<file path="src/design/attn_settings.svh">
`ifndef ATTN_SETTINGS_SVH
`define ATTN_SETTINGS_SVH

//////////////////////////////
// data and tile sizes
//////////////////////////////

`define ATTN_DW     8                         // element width
`define ATTN_TILE   4                         // tile rows and cols, SA size
`define ATTN_DK     8                         // key depth, cols of q k v

// number of v column tiles walked in the p*v step
`define ATTN_NTILE  (`ATTN_DK / `ATTN_TILE)

//////////////////////////////
// scale constant
//////////////////////////////

`define ATTN_SCALE  3                         // 1/sqrt(dk) in fixed point

`endif

</file>
<file path="src/design/attn_pkg.sv">
`default_nettype none

`include "attn_settings.svh"

package attn_pkg;

    typedef logic [`ATTN_DW-1:0] data_t;      // one matrix element
    typedef logic [7:0]          dim_t;       // inner dim told to the SA
    typedef logic [1:0]          tile_idx_t;  // v column tile index

    typedef enum logic [1:0] {
        BLK_Q = 2'd0,
        BLK_K = 2'd1,
        BLK_V = 2'd2
    } blk_id_e;

    typedef enum logic [3:0] {
        SEQ_IDLE      = 4'd0,
        SEQ_LOAD      = 4'd1,                 // waiting on the loader
        SEQ_CLR_QK    = 4'd2,
        SEQ_QK        = 4'd3,                 // s = q * k^t
        SEQ_CLR_SCALE = 4'd4,
        SEQ_SCALE     = 4'd5,                 // p = s * diag(scale)
        SEQ_CLR_PV    = 4'd6,
        SEQ_PV        = 4'd7,                 // o tile = p * v tile
        SEQ_DONE      = 4'd8
    } seq_state_e;

    typedef enum logic [1:0] {
        LD_IDLE     = 2'd0,
        LD_REQ      = 2'd1,                   // request held until valid
        LD_WAIT_GAP = 2'd2                    // one low cycle between blocks
    } load_state_e;

endpackage

`default_nettype wire

</file>
<file path="src/design/attn_tile_loader.sv">
`default_nettype none

`include "attn_settings.svh"

module attn_tile_loader (
    input  logic                  I_CLK,
    input  logic                  I_ASYN_RSTN,
    input  logic                  i_ld_go,
    input  logic                  i_bram_rd_vld,
    input  attn_pkg::data_t       i_bram_rd_mat [0:`ATTN_TILE-1][0:`ATTN_DK-1],
    output logic                  o_rd_ena,
    output attn_pkg::blk_id_e     o_bram_blk_sel,
    output logic                  o_ld_done,
    output attn_pkg::data_t       o_mat_q       [0:`ATTN_TILE-1][0:`ATTN_DK-1],
    output attn_pkg::data_t       o_mat_k       [0:`ATTN_TILE-1][0:`ATTN_DK-1],
    output attn_pkg::data_t       o_mat_v       [0:`ATTN_TILE-1][0:`ATTN_DK-1]
);

    attn_pkg::load_state_e state;
    logic                  blk_hit;           // block arrives this cycle

    assign blk_hit = (state == attn_pkg::LD_REQ) && i_bram_rd_vld;

    //////////////////////////////
    // request FSM
    //////////////////////////////

    always_ff @(posedge I_CLK or negedge I_ASYN_RSTN) begin
        if (!I_ASYN_RSTN) begin
            state          <= attn_pkg::LD_IDLE;
            o_rd_ena       <= 1'b0;
            o_bram_blk_sel <= attn_pkg::BLK_Q;
            o_ld_done      <= 1'b0;
        end else begin
            o_ld_done <= 1'b0;
            case (state)
                attn_pkg::LD_IDLE: begin
                    if (i_ld_go) begin
                        state          <= attn_pkg::LD_REQ;
                        o_rd_ena       <= 1'b1;
                        o_bram_blk_sel <= attn_pkg::BLK_Q;  // always start with q
                    end
                end
                attn_pkg::LD_REQ: begin
                    if (i_bram_rd_vld) begin
                        o_rd_ena <= 1'b0;
                        if (o_bram_blk_sel == attn_pkg::BLK_V) begin
                            state     <= attn_pkg::LD_IDLE;
                            o_ld_done <= 1'b1;              // all three held now
                        end else begin
                            state <= attn_pkg::LD_WAIT_GAP;
                            if (o_bram_blk_sel == attn_pkg::BLK_Q) begin
                                o_bram_blk_sel <= attn_pkg::BLK_K;
                            end else begin
                                o_bram_blk_sel <= attn_pkg::BLK_V;
                            end
                        end
                    end
                end
                attn_pkg::LD_WAIT_GAP: begin
                    state    <= attn_pkg::LD_REQ;
                    o_rd_ena <= 1'b1;                       // next block request
                end
                default: begin
                    state    <= attn_pkg::LD_IDLE;
                    o_rd_ena <= 1'b0;
                end
            endcase
        end
    end

    // block registers, written only on the matching valid pulse
    always_ff @(posedge I_CLK) begin
        if (blk_hit) begin
            case (o_bram_blk_sel)
                attn_pkg::BLK_Q: o_mat_q <= i_bram_rd_mat;
                attn_pkg::BLK_K: o_mat_k <= i_bram_rd_mat;
                default:         o_mat_v <= i_bram_rd_mat;
            endcase
        end
    end

endmodule

`default_nettype wire

</file>
<file path="src/design/attn_sa_sequencer.sv">
`default_nettype none

`include "attn_settings.svh"

module attn_sa_sequencer (
    input  logic                I_CLK,
    input  logic                I_ASYN_RSTN,
    input  logic                i_attn_start,
    input  logic                i_ld_done,
    input  attn_pkg::data_t     i_mat_q     [0:`ATTN_TILE-1][0:`ATTN_DK-1],
    input  attn_pkg::data_t     i_mat_k     [0:`ATTN_TILE-1][0:`ATTN_DK-1],
    input  attn_pkg::data_t     i_mat_v     [0:`ATTN_TILE-1][0:`ATTN_DK-1],
    input  logic                i_sa_vld,
    input  attn_pkg::data_t     i_sa_result [0:`ATTN_TILE-1][0:`ATTN_TILE-1],
    output logic                o_ld_go,
    output logic                o_sa_start,
    output attn_pkg::data_t     o_mat_1     [0:`ATTN_TILE-1][0:`ATTN_DK-1],
    output attn_pkg::data_t     o_mat_2     [0:`ATTN_DK-1][0:`ATTN_TILE-1],
    output attn_pkg::dim_t      o_m_dim,
    output logic                o_pv_capture,
    output attn_pkg::tile_idx_t o_pv_tile,
    output logic                o_run_clear,
    output logic                o_run_done
);

    attn_pkg::seq_state_e state;
    attn_pkg::tile_idx_t  tile_cnt;           // current v column tile
    logic                 run_idle;
    logic                 last_tile;

    attn_pkg::data_t k_trans  [0:`ATTN_DK-1][0:`ATTN_TILE-1];   // k^t
    attn_pkg::data_t res_op   [0:`ATTN_TILE-1][0:`ATTN_DK-1];   // sa result, cols 0..3
    attn_pkg::data_t scale_op [0:`ATTN_DK-1][0:`ATTN_TILE-1];   // diag in rows 0..3
    attn_pkg::data_t v_op     [0:`ATTN_DK-1][0:`ATTN_TILE-1];   // v tile in rows 0..3

    assign run_idle     = (state == attn_pkg::SEQ_IDLE) || (state == attn_pkg::SEQ_DONE);
    assign last_tile    = (tile_cnt == attn_pkg::tile_idx_t'(`ATTN_NTILE - 1));
    assign o_run_clear  = i_attn_start && run_idle;           // busy starts dropped
    assign o_pv_capture = (state == attn_pkg::SEQ_PV) && i_sa_vld;
    assign o_run_done   = o_pv_capture && last_tile;
    assign o_pv_tile    = tile_cnt;

    //////////////////////////////
    // operand shaping
    //////////////////////////////

    always_comb begin
        for (int r = 0; r < `ATTN_DK; r++) begin
            for (int c = 0; c < `ATTN_TILE; c++) begin
                k_trans[r][c] = i_mat_k[c][r];
            end
        end
    end

    // unused operand areas stay zero so the SA sums nothing extra
    always_comb begin
        res_op   = '{default: '0};
        scale_op = '{default: '0};
        v_op     = '{default: '0};
        for (int r = 0; r < `ATTN_TILE; r++) begin
            for (int c = 0; c < `ATTN_TILE; c++) begin
                res_op[r][c]   = i_sa_result[r][c];
                scale_op[r][c] = (r == c) ? attn_pkg::data_t'(`ATTN_SCALE) : '0;
                v_op[r][c]     = i_mat_v[r][int'(tile_cnt) * `ATTN_TILE + c];
            end
        end
    end

    //////////////////////////////
    // operation FSM
    //////////////////////////////

    always_ff @(posedge I_CLK or negedge I_ASYN_RSTN) begin
        if (!I_ASYN_RSTN) begin
            state      <= attn_pkg::SEQ_IDLE;
            tile_cnt   <= '0;
            o_ld_go    <= 1'b0;
            o_sa_start <= 1'b0;
            o_mat_1    <= '{default: '0};
            o_mat_2    <= '{default: '0};
            o_m_dim    <= '0;
        end else begin
            o_ld_go    <= 1'b0;
            o_sa_start <= 1'b0;
            case (state)
                attn_pkg::SEQ_IDLE, attn_pkg::SEQ_DONE: begin
                    if (i_attn_start) begin
                        state   <= attn_pkg::SEQ_LOAD;
                        o_ld_go <= 1'b1;
                    end
                end
                attn_pkg::SEQ_LOAD: begin
                    if (i_ld_done) begin
                        state <= attn_pkg::SEQ_CLR_QK;
                    end
                end
                attn_pkg::SEQ_CLR_QK: begin
                    state      <= attn_pkg::SEQ_QK;
                    o_mat_1    <= i_mat_q;
                    o_mat_2    <= k_trans;
                    o_m_dim    <= attn_pkg::dim_t'(`ATTN_DK);
                    o_sa_start <= 1'b1;
                end
                attn_pkg::SEQ_QK: begin
                    if (i_sa_vld) begin
                        state   <= attn_pkg::SEQ_CLR_SCALE;
                        o_mat_1 <= res_op;                  // s becomes first operand
                    end
                end
                attn_pkg::SEQ_CLR_SCALE: begin
                    state      <= attn_pkg::SEQ_SCALE;
                    o_mat_2    <= scale_op;
                    o_m_dim    <= attn_pkg::dim_t'(`ATTN_TILE);
                    o_sa_start <= 1'b1;
                end
                attn_pkg::SEQ_SCALE: begin
                    if (i_sa_vld) begin
                        state    <= attn_pkg::SEQ_CLR_PV;
                        o_mat_1  <= res_op;                 // p, kept for all v tiles
                        tile_cnt <= '0;
                    end
                end
                attn_pkg::SEQ_CLR_PV: begin
                    state      <= attn_pkg::SEQ_PV;
                    o_mat_2    <= v_op;
                    o_m_dim    <= attn_pkg::dim_t'(`ATTN_TILE);
                    o_sa_start <= 1'b1;
                end
                attn_pkg::SEQ_PV: begin
                    if (i_sa_vld) begin
                        if (last_tile) begin
                            state <= attn_pkg::SEQ_DONE;
                        end else begin
                            state    <= attn_pkg::SEQ_CLR_PV;
                            tile_cnt <= tile_cnt + 1'b1;
                        end
                    end
                end
                default: begin
                    state <= attn_pkg::SEQ_IDLE;
                end
            endcase
        end
    end

endmodule

`default_nettype wire

</file>
<file path="src/design/attn_out_collector.sv">
`default_nettype none

`include "attn_settings.svh"

module attn_out_collector (
    input  logic                I_CLK,
    input  logic                I_ASYN_RSTN,
    input  logic                i_run_clear,
    input  logic                i_pv_capture,
    input  attn_pkg::tile_idx_t i_pv_tile,
    input  logic                i_run_done,
    input  attn_pkg::data_t     i_sa_result [0:`ATTN_TILE-1][0:`ATTN_TILE-1],
    output attn_pkg::data_t     o_att_data  [0:`ATTN_TILE-1][0:`ATTN_DK-1],
    output logic                o_data_vld
);

    //////////////////////////////
    // output matrix and valid
    //////////////////////////////

    always_ff @(posedge I_CLK or negedge I_ASYN_RSTN) begin
        if (!I_ASYN_RSTN) begin
            o_att_data <= '{default: '0};
            o_data_vld <= 1'b0;
        end else if (i_run_clear) begin
            o_att_data <= '{default: '0};        // new run starts from zero
            o_data_vld <= 1'b0;
        end else begin
            if (i_pv_capture) begin
                // tile j lands in cols j*TILE .. j*TILE+TILE-1
                for (int r = 0; r < `ATTN_TILE; r++) begin
                    for (int c = 0; c < `ATTN_TILE; c++) begin
                        o_att_data[r][int'(i_pv_tile) * `ATTN_TILE + c] <= i_sa_result[r][c];
                    end
                end
            end
            if (i_run_done) begin
                o_data_vld <= 1'b1;                  // same edge as last tile write
            end
        end
    end

endmodule

`default_nettype wire

</file>
<file path="src/design/attn_tile_top.sv">
`default_nettype none

`include "attn_settings.svh"

module attn_tile_top (
    input  logic              I_CLK,
    input  logic              I_ASYN_RSTN,
    input  logic              i_attn_start,
    input  logic              i_bram_rd_vld,
    input  attn_pkg::data_t   i_bram_rd_mat [0:`ATTN_TILE-1][0:`ATTN_DK-1],
    input  logic              i_sa_vld,
    input  attn_pkg::data_t   i_sa_result   [0:`ATTN_TILE-1][0:`ATTN_TILE-1],
    output logic              o_rd_ena,
    output attn_pkg::blk_id_e o_bram_blk_sel,
    output logic              o_sa_start,
    output attn_pkg::data_t   o_mat_1       [0:`ATTN_TILE-1][0:`ATTN_DK-1],
    output attn_pkg::data_t   o_mat_2       [0:`ATTN_DK-1][0:`ATTN_TILE-1],
    output attn_pkg::dim_t    o_m_dim,
    output logic              o_data_vld,
    output attn_pkg::data_t   o_att_data    [0:`ATTN_TILE-1][0:`ATTN_DK-1]
);

    logic                ld_go;
    logic                ld_done;
    attn_pkg::data_t     mat_q [0:`ATTN_TILE-1][0:`ATTN_DK-1];
    attn_pkg::data_t     mat_k [0:`ATTN_TILE-1][0:`ATTN_DK-1];
    attn_pkg::data_t     mat_v [0:`ATTN_TILE-1][0:`ATTN_DK-1];
    logic                pv_capture;           // p*v result this cycle
    attn_pkg::tile_idx_t pv_tile;
    logic                run_clear;
    logic                run_done;

    attn_tile_loader u_loader (
        .I_CLK          (I_CLK),
        .I_ASYN_RSTN    (I_ASYN_RSTN),
        .i_ld_go        (ld_go),
        .i_bram_rd_vld  (i_bram_rd_vld),
        .i_bram_rd_mat  (i_bram_rd_mat),
        .o_rd_ena       (o_rd_ena),
        .o_bram_blk_sel (o_bram_blk_sel),
        .o_ld_done      (ld_done),
        .o_mat_q        (mat_q),
        .o_mat_k        (mat_k),
        .o_mat_v        (mat_v)
    );

    attn_sa_sequencer u_seq (
        .I_CLK        (I_CLK),
        .I_ASYN_RSTN  (I_ASYN_RSTN),
        .i_attn_start (i_attn_start),
        .i_ld_done    (ld_done),
        .i_mat_q      (mat_q),
        .i_mat_k      (mat_k),
        .i_mat_v      (mat_v),
        .i_sa_vld     (i_sa_vld),
        .i_sa_result  (i_sa_result),
        .o_ld_go      (ld_go),
        .o_sa_start   (o_sa_start),
        .o_mat_1      (o_mat_1),
        .o_mat_2      (o_mat_2),
        .o_m_dim      (o_m_dim),
        .o_pv_capture (pv_capture),
        .o_pv_tile    (pv_tile),
        .o_run_clear  (run_clear),
        .o_run_done   (run_done)
    );

    attn_out_collector u_collect (
        .I_CLK        (I_CLK),
        .I_ASYN_RSTN  (I_ASYN_RSTN),
        .i_run_clear  (run_clear),
        .i_pv_capture (pv_capture),
        .i_pv_tile    (pv_tile),
        .i_run_done   (run_done),
        .i_sa_result  (i_sa_result),             // straight from the SA
        .o_att_data   (o_att_data),
        .o_data_vld   (o_data_vld)
    );

endmodule

`default_nettype wire

</file>
<file path="config.mk">
export PLATFORM = sky130hd
export DESIGN_NAME = attn_tile_top
export DESIGN_NICKNAME = d
export VERILOG_FILES = /design/src/design/attn_pkg.sv /design/src/design/attn_tile_loader.sv /design/src/design/attn_sa_sequencer.sv /design/src/design/attn_out_collector.sv /design/src/design/attn_tile_top.sv
export VERILOG_INCLUDE_DIRS = /design/src /design/src/design
export SDC_FILE = /design/constraint.sdc
export NUM_CORES = 2
export LEC_CHECK = 0
export ABC_AREA = 0
export BUFFER_PORTS_ARGS = -buffer_cell sky130_fd_sc_hd__buf_4
export CORE_AREA = 2 2 450 452
export DETAILED_ROUTE_END_ITERATION = 7
export DIE_AREA = 0 0 452 454
export GPL_ROUTABILITY_DRIVEN = 0
export PLACE_DENSITY = 0.5
export SYNTH_ARGS = -nofsm -noshare
export SYNTH_HDL_FRONTEND = slang
export SYNTH_SLANG_ARGS = --single-unit
export TNS_END_PERCENT = 20
</file>
<file path="constraint.sdc">
create_clock -name I_CLK -period 49.5 [get_ports I_CLK]
set_input_delay 4.95 -clock I_CLK [delete_from_list [all_inputs] [get_ports I_CLK]]
set_output_delay 4.95 -clock I_CLK [all_outputs]
set_load 0.03 [all_outputs]
</file>
### Word-level counts from Yosys, hierarchy flattened

Cells that the tools add are included.

| word-level totals | value |
|---|---|
| register bits after elaboration | 1559 |
| bits of input ports | 389 |
| output and inout bits | 781 |
| word-level logic and storage cells | 383 |

| cells by class | value |
|---|---|
| add/subtract/negate cells | 4 |
| $lt $le $gt $ge | 8 |
| equal/unequal tests | 23 |
| muxes and demuxes | 109 |
| bitwise logic cells | 5 |
| reduce and logical (&&, ||, !) cells | 32 |

Operator list:

| cell | count |
|---|---|
| 64-bit bitwise mux | 16 |
| 256-bit 2-to-1 mux | 3 |
| 256-bit case mux with 3 select lines | 1 |
| 256-bit case mux with 2 select lines | 1 |
| 8-bit binary-select mux with 3-bit select | 16 |
| 8-bit 2-to-1 mux | 36 |
| 32-bit by 4-bit greater-or-equal comparator with 1-bit output (second input constant) | 4 |
| 32-bit by 1-bit < comparator with 1-bit output (second input constant) | 4 |
| 8-bit demux with 3-bit select | 4 |
| 32-bit inverter | 3 |
| 4-bit inverter with 32-bit output | 1 |
| 4-bit case mux with 8 select lines | 1 |
| 4-bit 2-to-1 mux | 6 |
| 2-bit 2-to-1 mux | 10 |
| 4-bit by 3-bit == test with 1-bit output (second input constant) | 4 |
| 2-bit != test (second input constant) | 8 |
| 8-bit case mux with 2 select lines | 1 |
| 2-bit nonzero test | 6 |
| 4-bit by 2-bit adder with 5-bit output (second input constant) | 2 |
| 1-bit 2-to-1 mux | 10 |
| 2-bit AND reduction | 5 |
| 4-bit by 2-bit == test with 1-bit output (second input constant) | 2 |
| 1-bit logical AND | 8 |
| 2-bit case mux with 2 select lines | 2 |
| 18 further kinds | 27 |

### Logic depth before layout (Yosys ltp)

| logic depth | value |
|---|---|
| word-level depth | 11 |
| mapped depth | 10 |
| mapped depth without buffers | 6 |

### Modules after synthesis

Synthesis repeated with hierarchy kept, for this count alone.

| second synthesis, totals | value |
|---|---|
| cell total of the unflattened synthesis | 3775 |
| area total of the unflattened synthesis | 58552.4 um^2 |

Modules (own cells, without submodules):

| module | times used | cells each | area an instance (um^2) | sequential area each (um^2) |
|---|---|---|---|---|
| attn_tile_loader | 1 | 797 | 23354.9 | 23212.3 |
| attn_sa_sequencer | 1 | 2002 | 23318.6 | 13062.5 |
| attn_out_collector | 1 | 976 | 11878.9 | 6431.2 |

### Worst setup path after synthesis

Ideal clock, no wire load.

| path | value |
|---|---|
| path kind | input to register |
| start | input port i_bram_rd_vld |
| end | register u_loader.o_mat_k[0] in the netlist's numbering, enable pin |
| arrival time | 22.499 ns |
| data required time | 48.315 ns |
| setup slack | 25.816 ns |
| stages on the path | 3 |
| buffers on the path | 0 |
| path through | nor2b_1 -> nand2_1 -> nor3_1 |

| between the ends | value |
|---|---|
| longest elaborated chain between the ends | 2 |

RTL lines:

| item | RTL line | RTL |
|---|---|---|
| start: declaration | attn_tile_top.sv:9 | `input logic i_bram_rd_vld,` |
| 1-bit logical AND | attn_tile_loader.sv:22 | `assign blk_hit = (state == attn_pkg::LD_REQ) && i_bram_rd_vld;` |
| 2-bit AND reduction (no source line) | - |  |
| end signal: assignment | attn_tile_loader.sv:77 | `attn_pkg::BLK_K: o_mat_k <= i_bram_rd_mat;` |
| end: declaration | attn_tile_loader.sv:15 | `` output attn_pkg::data_t o_mat_k [0:`ATTN_TILE-1][0:`ATTN_DK-1], `` |

Every way passes these cells.
A chain may end at the register's enable or synchronous reset.

### Final worst setup path

| path | value |
|---|---|
| start | input port i_bram_rd_vld |
| end | register u_loader.o_mat_q[22] in the netlist's numbering, enable pin |

| between the ends | value |
|---|---|
| longest elaborated chain between the ends | 2 |

RTL lines:

| item | RTL line | RTL |
|---|---|---|
| 1-bit logical AND | attn_tile_loader.sv:22 |  |
| 2-bit AND reduction (no source line) | - |  |
| end signal: assignment | attn_tile_loader.sv:76 | `attn_pkg::BLK_Q: o_mat_q <= i_bram_rd_mat;` |
| end: declaration | attn_tile_loader.sv:14 | `` output attn_pkg::data_t o_mat_q [0:`ATTN_TILE-1][0:`ATTN_DK-1], `` |

Every way passes these cells.

==> flow_summary.toml <==
[global_route]
grt_pass1_wl_um = 309000
antenna_found_initial = 45
grt_util_all_layers_pct = 21.7
grt-ovfl-total = 0
grt_pass1_vias = 36200
grt_max_degree = 180

[timing]
slew_violations = 0
slew-limit-headroom_pct = 17.6
fmaxAchievable_mhz = 132
setup_viol = 0
hold_ws_ns = 0.462
rsz0062_at_grt = "false"
worst_pin_slew_ns = 1.24
final.setup.tns_ns = 0
finalCriticalPeriod_ns = 7.58
hold_viol = 0
skew_ns = 0.0458
final.period_utilization_pct = 15.3
timing.final.ws_setup_ns = 41.92

[worst_setup_path]
cp_max_fo = 59
r2r_start = "u_seq.state[1]"
r2r.worst_path.cells = 6
crit_path_end_kind = "flip-flop"
arrival_ns = 8.01
cpMostUsedCell = "buf_4"
critPathLaunchType = "primary input"
worstPathRequired_ns = 49.94
r2r_setup_slack_ns = 45.53
path_delay_family = "buffers and inverters"
critPathBufInv = 4
critical_path_class = "primary input to flip-flop"
cp_slowest_cell = "buf_4"
regToRegEndpoint = "u_collect.o_att_data[171]"
max_stage_delay_ns = 0.81
cp_cell_sequence = "buf_4 > nor2b_1 > nand2_1 > nor3_2 > buf_4 > buf_4 > buf_4"

[routing]
first_pass_iters = 5
first_iter_violations = 2846
drtAntennaViolNets = 0
drc = 0
vias = 36300
routed_via_density = 4.83
wl_um = 229000
wl_per_cell_um = 30.4

[layout]
nets = 5089
area_growth_pct = 30.8
drive_gt1_share_pct = 36.1
seqCellArea_um2 = 42700
fillers = 19200
multiInputGateArea_um2 = 12700
instances_no_fill = 7529
utilization_pct = 36.7

[clock_tree]
post_cts_resized = 0
htree_levels = 4
path_clk_slew_ns = 0.06
postCtsHoldBufs = 0
cts_buffers = 172
cts.sinks = 1552
cts_buffer_depth = 3
cts_tree = "built"
clk_latency_ns = 0.85
cts_root_buf = "clkbuf_16"
postCtsSetupRepairBufs = 0

[power_and_ir_drop]
ir_drop_v = 0.0000514
p_leak_nw = 31.3
power_density_nw_per_um2 = 69.3

[synthesis]
syn-cell-area_um2 = 56400
synth_top_area_cell = "edfxtp_1"
yosysSeqAreaShare_pct = 75.7
synth_top_flop_cell = "dfrtp_1"
synth_edf_count = 768
syn_inst = 3552
synth_warnings = 0
async_flop_share_pct = 50.5
synth_area_leaders = "edfxtp_1, dfrtp_1, mux2_2"
synth_top_area_share_pct = 40.9
yosysUniqueCellTypes = 49
synth-seq-cells = 1552
syn_avg_cell_area_um2 = 15.9

[worst_hold_path]
hold_path_depth = 1
hold_start = "u_loader.o_mat_q[15]"
hp-class = "flip-flop to flip-flop"
whs_endpoint = "u_seq.o_mat_1[15]"

[placed_design]
io_buffers = 1163
placed_cells = 7196
place_worst_setup_slack_ns = 41.05
dp_hpwl_um = 160000

[die]
fp.dieW_um = 452
coreArea_um2 = 201000
rows = 165
ios = 1170
dieArea_um2 = 205000
die_y_um = 454
initial_core_util_pct = 28.1

[job]
max_cap_violations = 0

[outcome]
status = "completed"
registers in the layout, summed over array words and instances (netlist names):
name and cells:
u_collect.o_att_data 256, u_seq.o_mat_2 256, u_loader.o_mat_v 256, u_loader.o_mat_q 256, u_loader.o_ld_done 1, u_seq.o_sa_start 1, u_loader.state 2, u_seq.state 4
u_collect.o_data_vld 1, u_loader.o_mat_k 256, u_seq.o_mat_1 256, u_seq.o_pv_tile 2, u_seq.o_ld_go 1, u_seq.o_m_dim 2, u_loader.o_bram_blk_sel 2
worst reg2reg max path, delay by kind of cell (launching register included):
family / cells / cell delay (ns)
compound gates: 1 / 0.16
buf+inv: 3 / 2.17
flops: 1 / 0.77
simple gates: 2 / 0.77
cell usage after synthesis (2+ instances only):
| library cell | instances |
|---|---|
| o22ai_1 | 2 |
| buf_2 | 94 |
| a21o_1 | 2 |
| ha_1 | 2 |
| buf_4 | 18 |
| mux2_1 | 120 |
| o21ai_0 | 95 |
| nand3_1 | 122 |
| nand4_1 | 3 |
| clkbuf_1 | 118 |
| edfxtp_1 | 768 |
| nand2_1 | 398 |
| a21oi_1 | 205 |
| o21ai_1 | 29 |
| a31oi_1 | 8 |
| and2_1 | 6 |
| mux2_2 | 256 |
| nor3_1 | 4 |
| mux2i_1 | 130 |
| and2_0 | 3 |
| inv_1 | 8 |
| nor2_1 | 12 |
| dfrtp_1 | 784 |
| and3_1 | 2 |
| a22o_1 | 316 |
| a211oi_1 | 8 |
| buf_1 | 17 |
report_power, final:
group | switching (mW) | leakage (nW) | internal [mW] | total [mW]
combinational | 1.24 | 11.5 | 0.656 | 1.89
clock | 0.556 | 2.82 | 0.753 | 1.31
sequential | 0.200 | 17.0 | 1.71 | 1.91
total | 1.99 | 31.3 | 3.12 | 5.11
cell type report:
type / count / area share, %
flip-flops and latches: 1552 / 57.9
multi-input cells: 1749 / 17.2
repair buffers: 1215 / 12.5
clock buffers: 251 / 6.73
well taps: 2672 / 4.53
clock inverters: 72 / 1.08
inverters: 8 / 0.0407
diodes: 10 / 0.0339
through the flow:
stage,power (mW),cell area [µm²]
after floorplan,3.02,56400
after global placement,3.83,68000
after detailed placement,3.85,68000
after CTS,5.18,73700
after global routing,5.33,73700
final,5.11,73800
layer usage:
| layer | wire length [µm] | part of all wire (%) | track usage (%) | vias to the layer above |
|---|---|---|---|---|
| met5 | 145 | 0.063 | 0 | - |
| met4 | 8480 | 3.7 | 7.64 | 22 |
| met3 | 15100 | 6.6 | 5.57 | 325 |
| met2 | 116000 | 51 | 37.5 | 1395 |
| met1 | 89100 | 39 | 26.1 | 19100 |
| li1 | - | - | - | 15500 |
layout by cell type, fill, tap and decap left out, types with 120 or more instances in the layout:
cell          n
a22o_1      316
mux2_2      256
edfxtp_1    768
dfrtp_1     782
nand2_1     398
clkbuf_16   176
mux2i_1     130
a21oi_1     204
buf_4      1206
mux2_1      120
nand3_1     120
logic make-up (layout without fill, tap and decap cells):
| family | Yosys count | in the layout | synth area share, % |
|---|---|---|---|
| AOI/OAI and AO/OA | 672 | 672 | 8.18 |
| xor gates and xnor gates | 1 | 1 | 0.0155 |
| adders and majority gates | 2 | 2 | 0.0444 |
| buffers and inverters | 256 | 1546 | 2.04 |
| DFF | 1552 | 1552 | 75.7 |
| muxes | 506 | 506 | 9.82 |
| other | 1 | 16 | 0.00665 |
| and+or+nand+nor | 562 | 562 | 4.19 |
how the worst max path moves through the flow:
| stage | start | to | slack (ns) | cells after the start |
|---|---|---|---|---|
| after detailed placement | I_ASYN_RSTN | u_seq.o_mat_1[137] | 41.05 | 5 |
| after floorplan | i_bram_rd_vld | u_loader.o_mat_k[0] | 25.82 | 3 |
| after CTS | i_bram_rd_vld | u_loader.o_mat_q[98] | 41.98 | 7 |
| after global placement | I_ASYN_RSTN | u_seq.o_mat_1[137] | 41.07 | 5 |
| final | i_bram_rd_vld | u_loader.o_mat_q[22] | 41.92 | 7 |
| after global routing | I_ASYN_RSTN | u_collect.o_att_data[114] | 41.68 | 5 |
Note: power is estimated with default switching activity, not from simulation.
